$ cat src/hpdmc_pkg.sv
// shared types and constants for the SDRAM command-timing core.
// covers bank indexing, timing fields, request ops and the APB map.
package hpdmc_pkg;

	// number of SDRAM banks tracked by the data path.
	localparam int NUM_BANKS = 4;

	typedef logic [1:0] bank_t;
	typedef logic [NUM_BANKS-1:0] bank_mask_t;

	// write recovery, in cycles beyond the base delay.
	typedef logic [1:0] tim_wr_t;

	typedef enum logic [1:0] {
		OP_READ = 2'd0,
		OP_WRITE = 2'd1,
		OP_PRECHARGE = 2'd2
	} cmd_op_t;

	typedef enum logic {
		IDLE = 1'b0,
		WAIT_SAFE = 1'b1
	} sched_state_t;

	// APB register map.
	typedef logic [3:0] apb_addr_t;
	localparam apb_addr_t ADDR_TIMING = 4'd0;
	localparam apb_addr_t ADDR_COUNT = 4'd4;

	typedef logic [15:0] cnt_t;

endpackage
$ cat src/hpdmc_top.sv
// SDRAM command-timing core.
// scheduler, data-path timing and APB configuration registers.
`timescale 1ns/1ps

module hpdmc_top #(
	parameter int NUM_BANKS_P = hpdmc_pkg::NUM_BANKS
) (
	input logic sys_clk,
	input logic sdram_rst,
	input logic psel,
	input logic penable,
	input logic pwrite,
	input hpdmc_pkg::apb_addr_t paddr,
	input logic [31:0] pwdata,
	output logic [31:0] prdata,
	output logic pready,
	input logic req_valid,
	input hpdmc_pkg::cmd_op_t req_op,
	input hpdmc_pkg::bank_t req_bank,
	output logic req_ready,
	output logic cmd_read,
	output logic cmd_write,
	output logic cmd_precharge,
	output hpdmc_pkg::bank_t cmd_bank,
	output logic ack,
	output logic direction,
	output logic direction_r
);

	logic read_safe;
	logic write_safe;
	hpdmc_pkg::bank_mask_t precharge_safe;
	hpdmc_pkg::bank_mask_t concerned_bank;
	logic tim_cas;
	hpdmc_pkg::tim_wr_t tim_wr;
	logic issued;

	// any issued command bumps the counter.
	assign issued = cmd_read | cmd_write | cmd_precharge;

	// one-hot back to a bank index.
	assign cmd_bank = {concerned_bank[3] | concerned_bank[2],
		concerned_bank[3] | concerned_bank[1]};

	hpdmc_sched sched (
		.sys_clk(sys_clk),
		.sdram_rst(sdram_rst),
		.req_valid(req_valid),
		.req_op(req_op),
		.req_bank(req_bank),
		.req_ready(req_ready),
		.read_safe(read_safe),
		.write_safe(write_safe),
		.precharge_safe(precharge_safe),
		.read(cmd_read),
		.write(cmd_write),
		.precharge(cmd_precharge),
		.concerned_bank(concerned_bank)
	);

	hpdmc_datactl #(
		.NUM_BANKS_P(NUM_BANKS_P)
	) datactl (
		.sys_clk(sys_clk),
		.sdram_rst(sdram_rst),
		.read(cmd_read),
		.write(cmd_write),
		.concerned_bank(concerned_bank),
		.read_safe(read_safe),
		.write_safe(write_safe),
		.precharge_safe(precharge_safe),
		.ack(ack),
		.direction(direction),
		.direction_r(direction_r),
		.tim_cas(tim_cas),
		.tim_wr(tim_wr)
	);

	hpdmc_csr csr (
		.sys_clk(sys_clk),
		.sdram_rst(sdram_rst),
		.psel(psel),
		.penable(penable),
		.pwrite(pwrite),
		.paddr(paddr),
		.pwdata(pwdata),
		.prdata(prdata),
		.pready(pready),
		.issued(issued),
		.tim_cas(tim_cas),
		.tim_wr(tim_wr)
	);

endmodule

$ cat src/hpdmc_csr.sv
// APB configuration slave.
// holds cas latency and write recovery and counts issued commands.
`timescale 1ns/1ps

module hpdmc_csr (
	input logic sys_clk,
	input logic sdram_rst,
	input logic psel,
	input logic penable,
	input logic pwrite,
	input hpdmc_pkg::apb_addr_t paddr,
	input logic [31:0] pwdata,
	output logic [31:0] prdata,
	output logic pready,
	input logic issued,
	output logic tim_cas,
	output hpdmc_pkg::tim_wr_t tim_wr
);

	hpdmc_pkg::cnt_t count;
	logic access;

	// no wait states.
	assign pready = 1'b1;
	assign access = psel & penable;

	// timing register, bit 0 cas, bits 2:1 write recovery.
	always_ff @(posedge sys_clk) begin
		if (sdram_rst) begin
			tim_cas <= 1'b0;
			tim_wr <= 2'd1;
		end else if (access && pwrite && (paddr == hpdmc_pkg::ADDR_TIMING)) begin
			tim_cas <= pwdata[0];
			tim_wr <= pwdata[2:1];
		end
	end

	// issued-command counter, wraps.
	always_ff @(posedge sys_clk) begin
		if (sdram_rst)
			count <= '0;
		else if (issued)
			count <= count + hpdmc_pkg::cnt_t'(1);
	end

	// read mux, only driven during a read access.
	always_comb begin
		prdata = 32'd0;
		if (access && !pwrite) begin
			case (paddr)
				hpdmc_pkg::ADDR_TIMING: prdata = {29'd0, tim_wr, tim_cas};
				hpdmc_pkg::ADDR_COUNT: prdata = {16'd0, count};
				default: prdata = 32'd0;
			endcase
		end
	end

endmodule

$ cat src/hpdmc_sched.sv
// command scheduler.
// accepts one request at a time and issues it once the data path allows.
`timescale 1ns/1ps

module hpdmc_sched (
	input logic sys_clk,
	input logic sdram_rst,
	input logic req_valid,
	input hpdmc_pkg::cmd_op_t req_op,
	input hpdmc_pkg::bank_t req_bank,
	output logic req_ready,
	input logic read_safe,
	input logic write_safe,
	input hpdmc_pkg::bank_mask_t precharge_safe,
	output logic read,
	output logic write,
	output logic precharge,
	output hpdmc_pkg::bank_mask_t concerned_bank
);

	hpdmc_pkg::sched_state_t state;
	hpdmc_pkg::cmd_op_t op_q;
	hpdmc_pkg::bank_t bank_q;
	logic pending;
	logic safe_sel;
	logic issue;

	// latched request.
	always_ff @(posedge sys_clk) begin
		if (req_valid && req_ready) begin
			op_q <= req_op;
			bank_q <= req_bank;
		end
	end

	// pick the safe flag for the held op.
	always_comb begin
		case (op_q)
			hpdmc_pkg::OP_READ: safe_sel = read_safe;
			hpdmc_pkg::OP_WRITE: safe_sel = write_safe;
			hpdmc_pkg::OP_PRECHARGE: safe_sel = precharge_safe[bank_q];
			default: safe_sel = 1'b0;
		endcase
	end

	assign pending = (state == hpdmc_pkg::WAIT_SAFE);
	assign issue = pending & safe_sel;
	assign req_ready = (state == hpdmc_pkg::IDLE);

	// one-cycle strobes, sampled on the edge that ends the wait.
	assign read = issue & (op_q == hpdmc_pkg::OP_READ);
	assign write = issue & (op_q == hpdmc_pkg::OP_WRITE);
	assign precharge = issue & (op_q == hpdmc_pkg::OP_PRECHARGE);

	// one-hot bank for the data path and its timers.
	assign concerned_bank = hpdmc_pkg::bank_mask_t'(1) << bank_q;

	// the data path keeps its own timers.
	// so a new request may be taken right after issue.
	always_ff @(posedge sys_clk) begin
		if (sdram_rst) begin
			state <= hpdmc_pkg::IDLE;
		end else begin
			case (state)
				hpdmc_pkg::IDLE: begin
					if (req_valid)
						state <= hpdmc_pkg::WAIT_SAFE;
				end
				hpdmc_pkg::WAIT_SAFE: begin
					if (issue)
						state <= hpdmc_pkg::IDLE;
				end
				default: state <= hpdmc_pkg::IDLE;
			endcase
		end
	end

endmodule

$ cat src/hpdmc_datactl.sv
// data-path timing control.
// tracks bus turnaround, acknowledges transfers and drives DQ/DQS direction.
`timescale 1ns/1ps

module hpdmc_datactl #(
	parameter int NUM_BANKS_P = hpdmc_pkg::NUM_BANKS
) (
	input logic sys_clk,
	input logic sdram_rst,
	input logic read,
	input logic write,
	input hpdmc_pkg::bank_mask_t concerned_bank,
	output logic read_safe,
	output logic write_safe,
	output hpdmc_pkg::bank_mask_t precharge_safe,
	output logic ack,
	output logic direction,
	output logic direction_r,
	input logic tim_cas,
	input hpdmc_pkg::tim_wr_t tim_wr
);

	logic [2:0] read_safe_cnt;
	logic [2:0] write_safe_cnt;
	logic ack_rd3;
	logic ack_rd2;
	logic ack_rd1;
	logic ack_rd0;
	logic ack_pre;
	logic write_d;
	logic [2:0] dir_cnt;

	// read_safe high means a read may be registered next cycle.
	// both reads and writes block reads for 5 cycles.
	always_ff @(posedge sys_clk) begin
		if (sdram_rst) begin
			read_safe_cnt <= 3'd0;
			read_safe <= 1'b1;
		end else if (read || write) begin
			read_safe_cnt <= 3'd5;
			read_safe <= 1'b0;
		end else begin
			if (read_safe_cnt == 3'd1)
				read_safe <= 1'b1;
			if (!read_safe)
				read_safe_cnt <= read_safe_cnt - 3'd1;
		end
	end

	// write_safe, same scheme.
	// after a read the bus turns around at CL+3, i.e. 5 or 6 cycles.
	always_ff @(posedge sys_clk) begin
		if (sdram_rst) begin
			write_safe_cnt <= 3'd0;
			write_safe <= 1'b1;
		end else if (read) begin
			write_safe_cnt <= tim_cas ? 3'd6 : 3'd5;
			write_safe <= 1'b0;
		end else if (write) begin
			write_safe_cnt <= 3'd3;
			write_safe <= 1'b0;
		end else begin
			if (write_safe_cnt == 3'd1)
				write_safe <= 1'b1;
			if (!write_safe)
				write_safe_cnt <= write_safe_cnt - 3'd1;
		end
	end

	// read ack delay line.
	// entry point moves one stage earlier for the longer cas latency.
	always_ff @(posedge sys_clk) begin
		if (sdram_rst) begin
			ack_rd3 <= 1'b0;
			ack_rd2 <= 1'b0;
			ack_rd1 <= 1'b0;
			ack_rd0 <= 1'b0;
		end else begin
			ack_rd3 <= tim_cas & read;
			ack_rd2 <= tim_cas ? ack_rd3 : read;
			ack_rd1 <= ack_rd2;
			ack_rd0 <= ack_rd1;
		end
	end

	// common output stage, writes join here for their 2 cycle ack.
	always_ff @(posedge sys_clk) begin
		if (sdram_rst) begin
			ack_pre <= 1'b0;
			ack <= 1'b0;
		end else begin
			ack_pre <= ack_rd0 | write;
			ack <= ack_pre;
		end
	end

	always_ff @(posedge sys_clk) begin
		if (sdram_rst)
			write_d <= 1'b0;
		else
			write_d <= write;
	end

	// direction is the DQ/DQS output enable and must not glitch.
	// it is a plain flop, held for 5 cycles by a counter.
	always_ff @(posedge sys_clk) begin
		if (sdram_rst) begin
			dir_cnt <= 3'd0;
			direction <= 1'b0;
		end else if (write_d) begin
			dir_cnt <= 3'd5;
			direction <= 1'b1;
		end else begin
			if (dir_cnt == 3'd1)
				direction <= 1'b0;
			if (direction)
				dir_cnt <= dir_cnt - 3'd1;
		end
	end

	// early enable, one cycle ahead of the window.
	// lets DQS settle before the first edge.
	assign direction_r = write_d | (|dir_cnt);

	// one precharge guard per bank, strobes gated by the bank bit.
	for (genvar i = 0; i < NUM_BANKS_P; i++) begin : gen_bank
		hpdmc_banktimer banktimer (
			.sys_clk(sys_clk),
			.sdram_rst(sdram_rst),
			.tim_cas(tim_cas),
			.tim_wr(tim_wr),
			.read(read & concerned_bank[i]),
			.write(write & concerned_bank[i]),
			.precharge_safe(precharge_safe[i])
		);
	end

endmodule

$ cat src/hpdmc_banktimer.sv
// per-bank precharge guard.
// holds precharge_safe low while read or write data may still be in flight.
`timescale 1ns/1ps

module hpdmc_banktimer (
	input logic sys_clk,
	input logic sdram_rst,
	input logic tim_cas,
	input hpdmc_pkg::tim_wr_t tim_wr,
	input logic read,
	input logic write,
	output logic precharge_safe
);

	// cycles left before the bank may be closed.
	logic [3:0] counter;

	// read-to-precharge spacing is fixed by the burst length.
	// cas latency only shifts the data, not the precharge point.
	always_ff @(posedge sys_clk) begin
		if (sdram_rst) begin
			counter <= 4'd0;
			precharge_safe <= 1'b1;
		end else if (read) begin
			counter <= 4'd4;
			precharge_safe <= 1'b0;
		end else if (write) begin
			// burst plus write recovery.
			counter <= 4'd5 + {2'b00, tim_wr};
			precharge_safe <= 1'b0;
		end else begin
			if (counter == 4'd1)
				precharge_safe <= 1'b1;
			// count only while the bank is held.
			if (!precharge_safe)
				counter <= counter - 4'd1;
		end
	end

endmodule

$ cat config.mk
export PLATFORM = sky130hd
export DESIGN_NAME = hpdmc_top
export DESIGN_NICKNAME = d
export VERILOG_FILES = /design/src/hpdmc_pkg.sv /design/src/hpdmc_top.sv /design/src/hpdmc_csr.sv /design/src/hpdmc_sched.sv /design/src/hpdmc_datactl.sv /design/src/hpdmc_banktimer.sv
export SDC_FILE = /design/constraint.sdc
export NUM_CORES = 1
export LEC_CHECK = 0
export ABC_AREA = 1
export CAP_MARGIN = 20
export CORE_MARGIN = 1
export CORE_UTILIZATION = 30
export DETAILED_ROUTE_END_ITERATION = 10
export DONT_BUFFER_PORTS = 1
export PLACE_DENSITY = 0.57
export SYNTH_ARGS = -nofsm -noshare
export SYNTH_HDL_FRONTEND = slang
export SYNTH_SLANG_ARGS = --single-unit
$ cat constraint.sdc
create_clock -name sys_clk -period 1.6 [get_ports sys_clk]
set_clock_uncertainty 0.1 [all_clocks]
set_input_delay 0.08 -clock sys_clk [delete_from_list [all_inputs] [get_ports sys_clk]]
set_output_delay 0.08 -clock sys_clk [all_outputs]
set_load 0.02 [all_outputs]
# --- Word level (Yosys, flattened, before mapping) ---
# Cells that the tools add are included.
totals:
  out_inout_bits: 42
  wordCells: 156
  regBits: 63
classes:
  n_lt_le_gt_ge: 1
  mux: 48
  eq_ne: 20
  add_sub_neg: 9
  reduce_logical: 23
  bitwise_logic: 21
  n_shift: 1
ops:
  columns: ["cell", "n"]
  rows:
  - ["3-bit 2-to-1 mux", 11]
  - ["32-bit 2-to-1 mux", 1]
  - ["4-bit 2-to-1 mux", 8]
  - ["16-bit case mux with 2 select lines", 1]
  - ["1-bit 2-to-1 mux", 23]
  - ["16-bit by 1-bit adder with 16-bit output (second input constant)", 1]
  - ["4-bit by 1-bit equality test with 1-bit output (second input constant)", 4]
  - ["4-bit by 1-bit subtractor with 4-bit output (second input constant)", 4]
  - ["3-bit != test (second input constant)", 5]
  - ["3-bit nonzero test", 5]
  - ["1-bit bitwise AND", 14]
  - ["2-bit OR reduction", 6]
  - ["2-bit != test (second input constant)", 5]
  - ["3-bit by 1-bit equality test with 1-bit output (second input constant)", 3]
  - ["3-bit by 1-bit subtractor with 3-bit output (second input constant)", 3]
  - ["1-bit OR", 6]
  - ["2-bit nonzero test", 3]
  - ["3-bit by 2-bit adder with 4-bit output (first input constant)", 1]
  - ["4-bit by 3-bit equality test with 1-bit output (second input constant)", 1]
  - ["1-bit logical AND", 4]
  - ["4-bit logical NOT", 1]
  - ["1-bit by 2-bit left shift with 4-bit output (first input constant)", 1]
  - ["2-bit by 3-bit less-than comparator with 1-bit output (second input constant)", 1]
  - ["1-bit case mux with 3 select lines", 1]
  - ["10 further kinds", 10]

# --- Depth between registers and ports, before layout ---
# Gate-level depths: netlist of run 1.
depth:
  ltp_word: 8
  mapped_depth: 10

# --- Modules after synthesis ---
# Synthesis of run 1 repeated with hierarchy kept, for this count alone.
unflattened:
  cells_unflattened: 557
  hier_area_um2: 3794.9
by_module_without_submodules:
  columns: ["module", "instances", "seq_area_each_um2", "area_per_inst_um2", "cells_each"]
  rows:
  - ["hpdmc_banktimer", 4, 100.1, 330.3, 48]
  - ["hpdmc_csr", 1, 380.4, 1214.9, 182]
  - ["hpdmc_datactl", 1, 380.4, 950.9, 137]
  - ["hpdmc_sched", 1, 140.1, 284.0, 41]
  - ["hpdmc_top", 1, 0.0, 23.8, 5]

# --- Worst setup path after synthesis of run 1 ---
# Ideal clock, no wire load.
synth_timing:
  kind: "flip-flop to flip-flop"
  from: "register sched.op_q[0]"
  to: "register datactl.gen_bank[3].banktimer.counter[3]"
  n_path_buf: 0
  required_time_ns: 1.382
  arrival_ns: 1.485
  slack_ns: -0.103
  stages_incl_launch_ff: 11
  path_cell_list: "edfxtp_1 -> nand2_1 -> nand2_1 -> inv_1 -> nand3_4 -> nor2_4 -> nand2_1 -> nand2_1 -> inv_1 -> nand3_1 -> nor2_1"
synth_via:
  elab_chain_len: 6
synth_rtl:
  columns: ["element", "line_no", "rtl"]
  rows:
  - ["start: declaration", "hpdmc_sched.sv:22", "hpdmc_pkg::cmd_op_t op_q;"]
  - ["start signal: assignment", "hpdmc_sched.sv:31", "op_q <= req_op;"]
  - ["2-bit equality test, or another cell as far along", "hpdmc_sched.sv:38", "case (op_q)"]
  - ["1-bit case mux with 3 select lines", "hpdmc_sched.sv:38", null]
  - ["1-bit bitwise AND", "hpdmc_sched.sv:47", "assign issue = pending & safe_sel;"]
  - ["1-bit bitwise AND *", "hpdmc_sched.sv:51", "assign read = issue & (op_q == hpdmc_pkg::OP_READ);"]
  - ["via cmd_read", "hpdmc_top.sv:21", "output logic cmd_read,"]
  - ["1-bit bitwise AND *", "hpdmc_datactl.sv:132", ".read(read & concerned_bank[i]),"]
  - ["2-bit OR reduction (no line) *", null, null]
  - ["end signal: assignment", "hpdmc_banktimer.sv:29", "counter <= 4'd5 + {2'b00, tim_wr};"]
  - ["end signal: assignment", "hpdmc_banktimer.sv:36", "counter <= counter - 4'd1;"]
  - ["end: declaration", "hpdmc_banktimer.sv:16", "logic [3:0] counter;"]
# Mark *: on every way through the listed nets, which the timed path passes. The rest lies on a longest branch.
# A chain may end at the register's enable or synchronous reset.

# --- Worst setup path after layout of run 1 ---
layout_timing:
  from: "register sched.op_q[0]"
  to: "output cmd_read"
layout_via:
  elab_chain_len: 4
layout_rtl:
  columns: ["element", "line_no"]
  rows:
  - ["2-bit equality test, or another cell as far along", "hpdmc_sched.sv:38"]
  - ["1-bit case mux with 3 select lines", "hpdmc_sched.sv:38"]
  - ["1-bit bitwise AND", "hpdmc_sched.sv:47"]
  - ["1-bit bitwise AND *", "hpdmc_sched.sv:51"]
  - ["end: declaration", "hpdmc_top.sv:21"]
# Every way passes the cells marked *; elsewhere a longest branch is shown, timed or not.

==> results.toml, run 1 <==
[power_and_ir_drop]
pwr_density_cell_nw_per_um2 = 838
p_leak_nw = 2.21
worst_supply_voltage_drop_on_vdd_mv = 0.738

[logic_synthesis]
dominant_combinational_cell_family_by_area_after_synthesis = "simple AND/OR/NAND/NOR gates"
synth.top_cell.area_share_pct = 32.0
synth_compound_area_share_pct = 10.6
synth_top_area_cell = "sky130_fd_sc_hd__dfxtp_1"
post_synthesis_instance_area_sq_um = 3700
yosys.area_share.simple_pct = 30.0
synth_sequential_area_ratio_pct = 35.2
synth.area.top_cells = "sky130_fd_sc_hd__dfxtp_1, sky130_fd_sc_hd__nand2_1, sky130_fd_sc_hd__inv_1"
synth_mux_area_share_pct = 0
synth-adder-area-share_pct = 5.75
synth_area_per_cell_sq_um = 6.86
yosys.area_share.xor_xnor_pct = 4.74
synth_warnings = 0
yosys_register_bits = 63
netlist_instances = 539
post_synth_num_cell_types = 37

[final_layout]
total_nets_final = 679
post_route_cells_drive_above_1_share_pct = 21.7
diodes = 0
filler_cell_count = 1188
postLayoutCellArea_sq_um = 4940
syn2layout_area_growth_pct = 33.7

[route]
avgViaCountPerCell = 4.59
drt_first_iter_violations = 138
vias_post_dr = 3526
ant_nets = 0
drt-wirelength-per-cell_microns = 11.9
post-route-drc-count = 1
firstDrtPassIters = 7
postRouteWirelength_mm = 9.11

[clock_tree]
clock_sinks = 63
cts_inserted_buffers = 9
cts_tree = "built"
clk_transition_reported_paths_ps = 50
cts-root-buf = "sky130_fd_sc_hd__clkbuf_16"
buffers_from_clock_root_to_sink_at_most = 2
htreeDepth = 3
clk_latency_ps = 330

[sta]
drv_slew = 0
final_min_period_over_clock_period_pct = 112
post-route-worst-setup-slack_ps = -192
grt_setup_unrepaired = "yes"
worst_slew_margin_pct = 57.5
final.hold.worst_slack_ps = 278
slew_at_the_pin_closest_to_its_max_slew_limit_ps = 636
fmaxAchievable_ghz = 0.558
finalHoldViolations = 0
setup_viol_count_final = 41
min_period_ps = 1790

[critical_path]
regToRegStartpoint = "sched.op_q[0]$_DFFE_PP_"
r2r_setup_slack_ps = -140
setup.worst_path.start_class = "flip-flop"
critical_path_class = "flip-flop to output port"
critical_path.reg2reg.endpoint = "csr.count[11]$_SDFFE_PP0P_"
worst_ep_arrival_time_ps = 1610
timing.reg2reg.worst_path_depth = 10
worstSetupEndpointType = "output port"
cp_data_required_time_ps = 1420
timing.critical_path.fanout_max = 4

[floorplan]
die-height_microns = 113
chipWidth_microns = 113
effective_utilization_at_floorplan_pct = 30.8
die_area_sq_um = 12800
num_rows = 40
num_io_pins = 88
core_area_sq_um = 12000

[grt]
gr-usage-all-layers_pct = 14.9
grt_first_pass_wirelength_mm = 15.2
grt_pass1_vias = 3336
grt_antenna_before_repair = 0
grt_remaining_overflow = 0
grt_max_degree = 29

[place]
post_dp_cell_area_sq_um = 4170
dpl.hpwl_mm = 6.33
gpl_congestion = 0.823
place.port_buffers = 0

[min_path]
min_to = "sched.bank_q[1]$_DFFE_PP_"
timing.hold.worst.start = "req_bank[1]"
timing.hold.worst.class = "input pin to flip-flop"
hold-path-cell-count = 1

[status]
failing_checks = "design-rule violations, negative setup slack"
result_of_the_run = "complete, but fails checks"

[run]
cap_viol_max_count = 0
## kinds of logic after synthesis
family	Yosys count
fa+ha+maj	17
other cells	2
compound gates	75
buf+inv	112
flops	63
xor+xnor	20
simple gates	250
## cells in the mapped netlist (all sizes together)
cell,n
nand2,122
inv,83
dfxtp,59
nor2,59
a21oi,37
nand3,35
o21ai,32
buf,21
xor2,19
nor3,18
ha,17
nand4,9
clkbuf,8
edfxtp,4
or2,3
conb,2
nor3b,2
a211oi,1
a21o,1
a31oi,1
and3,1
nand3b,1
o211ai,1
o21a,1
o22ai,1
xnor2,1
## metrics by stage
step / setup WS, ps / instances / total power [W] / util (%) / setup TNS (ps)
after floorplan: -72.3 / 554 / 0.00210 / - / -739
after global routing: -282 / 768 / 0.00435 / 41.1 / -8150
after global placement: -41.3 / 725 / 0.00220 / 34.7 / -127
after detailed placement: -95.2 / 725 / 0.00221 / 34.7 / -918
after CTS: -177 / 765 / 0.00415 / 39.8 / -2550
final: -192 / 768 / 0.00414 / 41.1 / -3830
## repair_timing
action | CTS | global route
resized for setup | 29 | 38
buffers inserted | 11 | 5
pin swaps | 9 | 10
endpoints found under the hold margin | 35 | 0
hold buffers | 13 | 0
setup endpoints to repair | 35 | 45
## state kept, by name (all words and copies together), names as in the netlist, 2 cells and up
register                                   cells
datactl.read_safe_cnt                          3
csr.count                                     16
datactl.gen_bank.banktimer.counter            16
datactl.dir_cnt                                3
csr.tim_wr                                     2
sched.bank_q                                   2
datactl.gen_bank.banktimer.precharge_safe      4
sched.op_q                                     2
datactl.write_safe_cnt                         3
## cells in the final DEF, fill, tap and decap left out, drive strengths merged
cell,instances
o22ai,1
xnor2,1
dfxtp,59
o211ai,1
conb,17
a31oi,1
nand2,122
nand4,9
dlygate4sd3,12
o21a,1
nor2,59
edfxtp,4
buf,68
and3,1
xor2,19
nand3,35
clkbuf,13
nand3b,1
clkinv,2
nor3b,2
ha,17
inv,83
a21oi,37
a211oi,1
or2,3
o21ai,32
nor3,18
clkinvlp,1
a21o,1
## critical path, stage by stage (launching register included)
cell	delay, ps
sky130_fd_sc_hd__edfxtp_1	430
sky130_fd_sc_hd__nand2_1	110
sky130_fd_sc_hd__nand2_2	90
sky130_fd_sc_hd__inv_2	100
sky130_fd_sc_hd__nand3_4	100
sky130_fd_sc_hd__buf_6	140
sky130_fd_sc_hd__nor2_4	110
sky130_fd_sc_hd__buf_6	110
sky130_fd_sc_hd__buf_6	100
## worst max path at each step
stage                                        from                                                    end  slack, ps
after floorplan           sched.op_q[0]$_DFFE_PP_  datactl.gen_bank[3].banktimer.counter[0]$_SDFFE_PP0P_        -70
after global placement    sched.op_q[0]$_DFFE_PP_  datactl.gen_bank[3].banktimer.counter[3]$_SDFFE_PP0P_        -40
after detailed placement  sched.op_q[0]$_DFFE_PP_  datactl.gen_bank[2].banktimer.counter[0]$_SDFFE_PP0P_       -100
after CTS                 sched.op_q[0]$_DFFE_PP_                                               cmd_read       -180
after global routing      sched.op_q[0]$_DFFE_PP_                                               cmd_read       -280
final                     sched.op_q[0]$_DFFE_PP_                                               cmd_read       -190
## per-layer routing
metal	GRT usage (%)	part of all wire, %	wire [microns]	vias up
met1	18.1	46	4200	1603
met3	3.75	4.1	377	17
li1	-	-	-	1830
met5	0	0	0	-
met4	6.58	2.2	197	0
met2	25.2	48	4340	76
## report_power, final
part / switching, W / internal (W) / leakage [nW]
registers: 0.0000511 / 0.00165 / 0.517
logic: 0.000359 / 0.000253 / 1.55
clock network: 0.000705 / 0.00113 / 0.136
total: 0.00112 / 0.00303 / 2.21
## final cells by class
| cell class | instances | area (sq um) | share of cell area (%) |
|---|---|---|---|
| Clock buffer | 13 | 260 | 5.27 |
| Clock inverter | 3 | 17.5 | 0.354 |
| Inverter | 83 | 312 | 6.30 |
| Multi-Input combinational cell | 379 | 2140 | 43.3 |
| Sequential cell | 63 | 1300 | 26.3 |
| Tap cell | 147 | 184 | 3.72 |
| Timing Repair Buffer | 80 | 728 | 14.7 |
No activity file was read; power rests on OpenSTA's default activity.
==> run 2: changes to the inputs <==
--- a/config.mk
+++ b/config.mk
@@ -5,7 +5,6 @@
 export SDC_FILE = /design/constraint.sdc
 export NUM_CORES = 1
 export LEC_CHECK = 0
-export ABC_AREA = 1
 export CAP_MARGIN = 20
 export CORE_MARGIN = 1
 export CORE_UTILIZATION = 30
==> run 2 against run 1 <==
Effect of this change:
- the flow finishes with violations (negative setup slack)
- cell count fell by 20%
- die area is 6.5% lower
- non-clock buffer count grew 3
- power is essentially flat
- via count is 20% lower
- critical path type unchanged
==> results.toml, run 2 <==
[clock_tree]
clk_transition_reported_paths_ps = 50
clock_sinks = 63
cts-root-buf = "sky130_fd_sc_hd__clkbuf_16"
htreeDepth = 3
cts_inserted_buffers = 9
cts_tree = "built"
clk_latency_ps = 330
buffers_from_clock_root_to_sink_at_most = 2

[place]
dpl.hpwl_mm = 5.59
placed_cells = 573
post_dp_cell_area_sq_um = 3940
gpl_congestion = 0.754
pre_cts_slack_ps = -184
place.port_buffers = 0

[route]
firstDrtPassIters = 5
post-route-drc-count = 0
ant_nets = 0
avgViaCountPerCell = 4.59
postRouteWirelength_mm = 8.32
drt-wirelength-per-cell_microns = 13.5
vias_post_dr = 2829
drt_first_iter_violations = 82

[final_layout]
diodes = 0
layout_top_registers = "csr.count: 16 flops, datactl.gen_bank.banktimer.counter: 16 flops, datactl.gen_bank.banktimer.precharge_safe: 4 flops"
syn2layout_area_growth_pct = 41.4
post_route_cells_drive_above_1_share_pct = 31.3
postLayoutCoreUtil_pct = 44.2
layout_common_cells = "sky130_fd_sc_hd__dfxtp_1, sky130_fd_sc_hd__nor2_1, sky130_fd_sc_hd__buf_4"
postLayoutCellArea_sq_um = 4880
post_route_non_filler_standard_cell_count = 616
filler_cell_count = 1069
most_common_cell_after_layout_fill_and_taps_aside = "sky130_fd_sc_hd__dfxtp_1"
total_nets_final = 535

[logic_synthesis]
post-synth-top-count-cell = "sky130_fd_sc_hd__dfxtp_1"
synthFlopType = "sky130_fd_sc_hd__dfxtp_1"
synth.area.top_cells = "sky130_fd_sc_hd__dfxtp_1, sky130_fd_sc_hd__ha_1, sky130_fd_sc_hd__nor2_1"
yosys_register_bits = 63
synth_area_per_cell_sq_um = 8.67
post_synth_num_cell_types = 51
netlist_instances = 398
synth_common_cells = "sky130_fd_sc_hd__dfxtp_1, sky130_fd_sc_hd__nor2_1, sky130_fd_sc_hd__nand2_1, sky130_fd_sc_hd__inv_1, sky130_fd_sc_hd__xnor2_1"
post_synthesis_instance_area_sq_um = 3450
synth_top_area_cell = "sky130_fd_sc_hd__dfxtp_1"
synth.top_cell.area_share_pct = 34.2
synth_edf_count = 4
synth_sequential_area_ratio_pct = 37.7
async_flop_share_pct = 0
synth_warnings = 0

[grt]
grt_first_pass_wirelength_mm = 13.1
grt_antenna_before_repair = 0
grt_max_degree = 53
grt_remaining_overflow = 0
gr-usage-all-layers_pct = 14.4
grt_pass1_vias = 2748

[sta]
min_period_ps = 1900
drv_slew = 0
post-route-worst-setup-slack_ps = -297
fmaxAchievable_ghz = 0.527
setup_viol_count_final = 42
final_min_period_over_clock_period_pct = 119
finalHoldViolations = 0
grt_setup_unrepaired = "yes"

[run]
cap_viol_max_count = 0

[floorplan]
core_area_sq_um = 11000
die_area_sq_um = 11900
die-height_microns = 109
num_rows = 38
effective_utilization_at_floorplan_pct = 31.3
num_io_pins = 88
chipWidth_microns = 109

[min_path]
hold-path-cell-count = 1
timing.hold.worst.start = "req_valid"
timing.hold.worst.class = "input pin to flip-flop"
min_to = "sched.bank_q[0]$_DFFE_PP_"

[critical_path]
regToRegStartpoint = "sched.op_q[1]$_DFFE_PP_"
timing.critical_path.fanout_max = 3
worstSetupEndpointType = "output port"
critical_path.reg2reg.endpoint = "csr.count[15]$_SDFFE_PP0P_"
timing.reg2reg.worst_path_depth = 6
setup.worst_path.start_class = "flip-flop"
worst_ep_arrival_time_ps = 1720
cp_data_required_time_ps = 1420
critical_path_class = "flip-flop to output port"
r2r_setup_slack_ps = -280

[power_and_ir_drop]
pwr_density_cell_nw_per_um2 = 850
worst_supply_voltage_drop_on_vdd_mv = 0.683
p_leak_nw = 1.91
power.total_w = 0.00415

[status]
result_of_the_run = "complete, but fails checks"
failing_checks = "negative setup slack"
## run 2: changes by cell type in the layout (fill, tap and decap cells not counted), sizes merged, moves of 11 or more
cell and delta:
and2 +14, inv -59, nand2 -98, nand3 -26, xor2 -11, o21ai -28, xnor2 +21, a21oi -16
## run 2: cell type report
class                           count  area, sq um  area share (%)
Multi-Input combinational cell    291         2230            45.8
Clock inverter                      5         50.0            1.03
Tap cell                          140          175            3.59
Timing Repair Buffer               83          792            16.2
Sequential cell                    63         1310            26.8
Clock buffer                       10          229            4.69
Inverter                           24         95.1            1.95
## run 2: how the worst max path moves through the flow
stage / start / endpoint / slack [ps] / cells after the start
CTS: sched.op_q[0]$_DFFE_PP_ / cmd_precharge / -310 / 6
global placement: sched.op_q[0]$_DFFE_PP_ / cmd_precharge / -130 / 6
finish: sched.op_q[1]$_DFFE_PP_ / cmd_precharge / -300 / 6
floorplan: sched.op_q[1]$_DFFE_PP_ / datactl.gen_bank[3].banktimer.counter[0]$_SDFFE_PP0P_ / -150 / 7
detailed placement: sched.op_q[0]$_DFFE_PP_ / csr.count[15]$_SDFFE_PP0P_ / -180 / 5
global route: sched.op_q[0]$_DFFE_PP_ / cmd_precharge / -380 / 7
## run 2: through the flow
step | TNS, ps | hold slack (ps)
floorplan | -1140 | 78.9
CTS | -6790 | 4.01
global route | -9680 | 18.5
global placement | -1970 | 57.9
detailed placement | -3460 | 58.9
finish | -6290 | 14.5
## run 2: critical path: stages, from the launching register on
cell and delay, ps:
sky130_fd_sc_hd__edfxtp_1 420, sky130_fd_sc_hd__nand3b_1 180, sky130_fd_sc_hd__a21o_1 240, sky130_fd_sc_hd__buf_6 150, sky130_fd_sc_hd__nor2_4 100, sky130_fd_sc_hd__and3_4 200
sky130_fd_sc_hd__buf_6 110
## run 2: cell families (layout without fill, tap and decap cells)
kind of cell               count (synthesis)  in the layout  share of synthesized area (%)
adders and majority gates                 17             17                           6.16
muxes                                     15             15                           4.79
xor gates and xnor gates                  30             30                           7.61
and+or+nand+nor                          161            161                           24.6
DFF                                       63             63                           37.7
buffers and inverters                     59            122                           8.88
other                                      2             17                          0.218
AOI/OAI and AO/OA                         51             51                           10.0
## run 2: power by group
| part | total, W | leakage (nW) | internal [W] | switching [W] |
|---|---|---|---|---|
| Sequential | 0.00170 | 0.518 | 0.00165 | 0.0000512 |
| Combinational | 0.000603 | 1.26 | 0.000287 | 0.000316 |
| Clock | 0.00184 | 0.142 | 0.00118 | 0.000660 |
## run 2: what timing repair did
action                                  4_1_cts  5_1_grt
gates resized for setup                      45       53
endpoints found under the setup margin       40       45
pin swaps                                    11       32
hold buffers                                 12        0
buffers inserted                             12        9
hold endpoints to repair                     63        0
## run 2: metal layers
| layer | share of wire (%) | vias up | wire length [microns] | track usage [%] |
|---|---|---|---|---|
| met5 | 0 | - | 0 | 0 |
| met1 | 46 | 1319 | 3820 | 17.8 |
| li1 | - | 1445 | - | - |
| met4 | 1.3 | 0 | 111 | 4.86 |
| met3 | 3.9 | 12 | 323 | 3.95 |
| met2 | 49 | 53 | 4060 | 24.1 |
==> run 3: changes to the inputs <==
--- a/config.mk
+++ b/config.mk
@@ -6,8 +6,9 @@
 export NUM_CORES = 1
 export LEC_CHECK = 0
 export CAP_MARGIN = 20
-export CORE_MARGIN = 1
+export CORE_ASPECT_RATIO = 0.8
 export CORE_UTILIZATION = 30
+export CTS_CLUSTER_DIAMETER = 120
 export DETAILED_ROUTE_END_ITERATION = 10
 export DONT_BUFFER_PORTS = 1
 export PLACE_DENSITY = 0.57
==> run 3 against run 2 <==
Effect of this change:
- the run still ends with negative setup slack left
- setup slack gained 57 ps
- count of clock-buffer cells in the layout stayed put
- fmax is 3.1% higher
- clock power grew 10%
- sequential share of layout area increased by 0.12 points
- non-clock buffer count rose by 1
- first-iteration DRC count grew 57%
- global-route usage decreased by 0.10 points
- register-to-register slack improved by 80 ps
- combinational power shrank 3%
==> results.toml, run 3 (same netlist as run 2, synthesis figures left out) <==
[critical_path]
worst_ep_arrival_time_ps = 1660
worstSetupEndpointType = "output port"
critical_path.reg2reg.endpoint = "csr.count[13]$_SDFFE_PP0P_"
cp_data_required_time_ps = 1420
timing.reg2reg.worst_path_depth = 7
timing.critical_path.fanout_max = 6
setup.worst_path.start_class = "flip-flop"
regToRegStartpoint = "sched.bank_q[1]$_DFFE_PP_"
r2r_setup_slack_ps = -200
critical_path_class = "flip-flop to output port"

[power_and_ir_drop]
clock_power_share_pct = 47.0
netsw_w = 0.00104
pwr_density_cell_nw_per_um2 = 889
logic_pwr_share_pct = 13.6
p_seq_share_pct = 39.4
cell_internal_pwr_w = 0.00327
worst_supply_voltage_drop_on_vdd_mv = 0.556
p_leak_nw = 1.94
swShare_pct = 24.1

[sta]
drv_slew = 0
grt_setup_unrepaired = "yes"
min_period_ps = 1840
fmaxAchievable_ghz = 0.544
setup_viol_count_final = 33
final.hold.worst_slack_ps = 26.8
final_min_period_over_clock_period_pct = 115
post-route-worst-setup-slack_ps = -240
finalHoldViolations = 0

[min_path]
timing.hold.worst.start = "pwrite"
min_to = "csr.tim_wr[1]$_SDFFE_PP0P_"
timing.hold.worst.class = "input pin to flip-flop"
hold-path-cell-count = 3

[grt]
grt_first_pass_wirelength_mm = 13.3
gr-usage-all-layers_pct = 14.3
grt_remaining_overflow = 0
grt_pass1_vias = 2821
grt_max_degree = 53
grt_antenna_before_repair = 0

[final_layout]
layout_common_cells = "sky130_fd_sc_hd__dfxtp_1, sky130_fd_sc_hd__nor2_1, sky130_fd_sc_hd__buf_4"
post_route_cells_drive_above_1_share_pct = 27.8
most_common_cell_after_layout_fill_and_taps_aside = "sky130_fd_sc_hd__dfxtp_1"
diodes = 0
filler_cell_count = 1029
total_nets_final = 536
syn2layout_area_growth_pct = 40.5
layout_top_registers = "csr.count: 16 flops, datactl.gen_bank.banktimer.counter: 16 flops, datactl.gen_bank.banktimer.precharge_safe: 4 flops"

[route]
ant_nets = 0
drt-wirelength-per-cell_microns = 13.4
avgViaCountPerCell = 4.52
vias_post_dr = 2813
post-route-drc-count = 0
drt_first_iter_violations = 129
firstDrtPassIters = 4
postRouteWirelength_mm = 8.32

[clock_tree]
htreeDepth = 3
clk_transition_reported_paths_ps = 50
clk_latency_ps = 340
cts-root-buf = "sky130_fd_sc_hd__clkbuf_16"
clock_sinks = 63
buffers_from_clock_root_to_sink_at_most = 2
cts_inserted_buffers = 9
cts_tree = "built"

[status]
result_of_the_run = "complete, but fails checks"
failing_checks = "negative setup slack"

[floorplan]
chipWidth_microns = 122
num_io_pins = 88
num_rows = 34
die-height_microns = 97.9
core_area_sq_um = 11000
die_area_sq_um = 11900
effective_utilization_at_floorplan_pct = 31.3

[run]
cap_viol_max_count = 0

[place]
place.port_buffers = 0
pre_cts_slack_ps = -203
dpl.hpwl_mm = 5.53
gpl_congestion = 0.803
## run 3: cell count changes in the layout (fill, tap and decap cells not counted), sizes merged
cell	delta
clkinv	+1
dlymetal6s4s	+1
inv	-1
buf	+1
bufinv	+1
clkbuf	+1
dlygate4sd3	-2
## run 3: worst max path at each step
stage | from | endpoint | slack (ps) | cells after the start
finish | sched.op_q[1]$_DFFE_PP_ | cmd_precharge | -240 | 5
global route | sched.op_q[1]$_DFFE_PP_ | cmd_precharge | -300 | 5
CTS | sched.op_q[0]$_DFFE_PP_ | cmd_precharge | -240 | 5
detailed placement | sched.op_q[1]$_DFFE_PP_ | csr.count[15]$_SDFFE_PP0P_ | -200 | 5
global placement | sched.op_q[1]$_DFFE_PP_ | csr.count[15]$_SDFFE_PP0P_ | -140 | 5
floorplan | sched.op_q[1]$_DFFE_PP_ | datactl.gen_bank[3].banktimer.counter[0]$_SDFFE_PP0P_ | -150 | 7
## run 3: worst max-delay path: stages (launching register included)
cell and delay [ps]:
sky130_fd_sc_hd__edfxtp_1 440, sky130_fd_sc_hd__nand3b_1 190, sky130_fd_sc_hd__a21o_1 220, sky130_fd_sc_hd__buf_12 150, sky130_fd_sc_hd__nor2_4 90, sky130_fd_sc_hd__and3_4 240
## run 3: timing repair
action                                 4_1_cts  5_1_grt
gates resized for setup                     39       29
buffers inserted                            16        4
pin swaps                                   20       15
hold buffers                                11        0
setup endpoints to repair                   36       42
cloned                                       0        1
endpoints found under the hold margin       67        0
## run 3: layout make-up
class                           count  area, sq um  area share, %
Multi-Input combinational cell    291         2170           44.8
Sequential cell                    63         1300           26.9
Timing Repair Buffer               84          796           16.4
Clock buffer                       10          229           4.72
Tap cell                          144          180           3.72
Inverter                           24         95.1           1.96
Clock inverter                      6         75.1           1.55
## run 3: metrics by stage
stage	std cells	power, W	utilization [%]	instance area (sq um)	setup TNS (ps)
2_1_floorplan	413	0.00206	-	3580	-1140
3_3_place_gp	576	0.00214	35.9	3960	-1510
3_5_place_dp	576	0.00215	35.9	3960	-2150
4_1_cts	619	0.00431	42.5	4680	-4440
5_1_grt	622	0.00448	44.0	4850	-6510
6_report	622	0.00431	44.0	4850	-4110
## run 3: power groups by stage
stage | Combinational, W | Sequential [W] | Clock [W]
floorplan | 0.000344 | 0.00172 | 0
global placement | 0.000411 | 0.00173 | 0
detailed placement | 0.000420 | 0.00173 | 0
CTS | 0.000537 | 0.00170 | 0.00207
global route | 0.000638 | 0.00170 | 0.00213
finish | 0.000587 | 0.00170 | 0.00203
## run 3: layer usage
metal,routed length (microns),share of wire [%],global-route usage [%]
met1,4050,49,18.3
met2,3730,45,22.2
met3,426,5.1,4.91
met4,112,1.3,5.13
met5,0,0,0
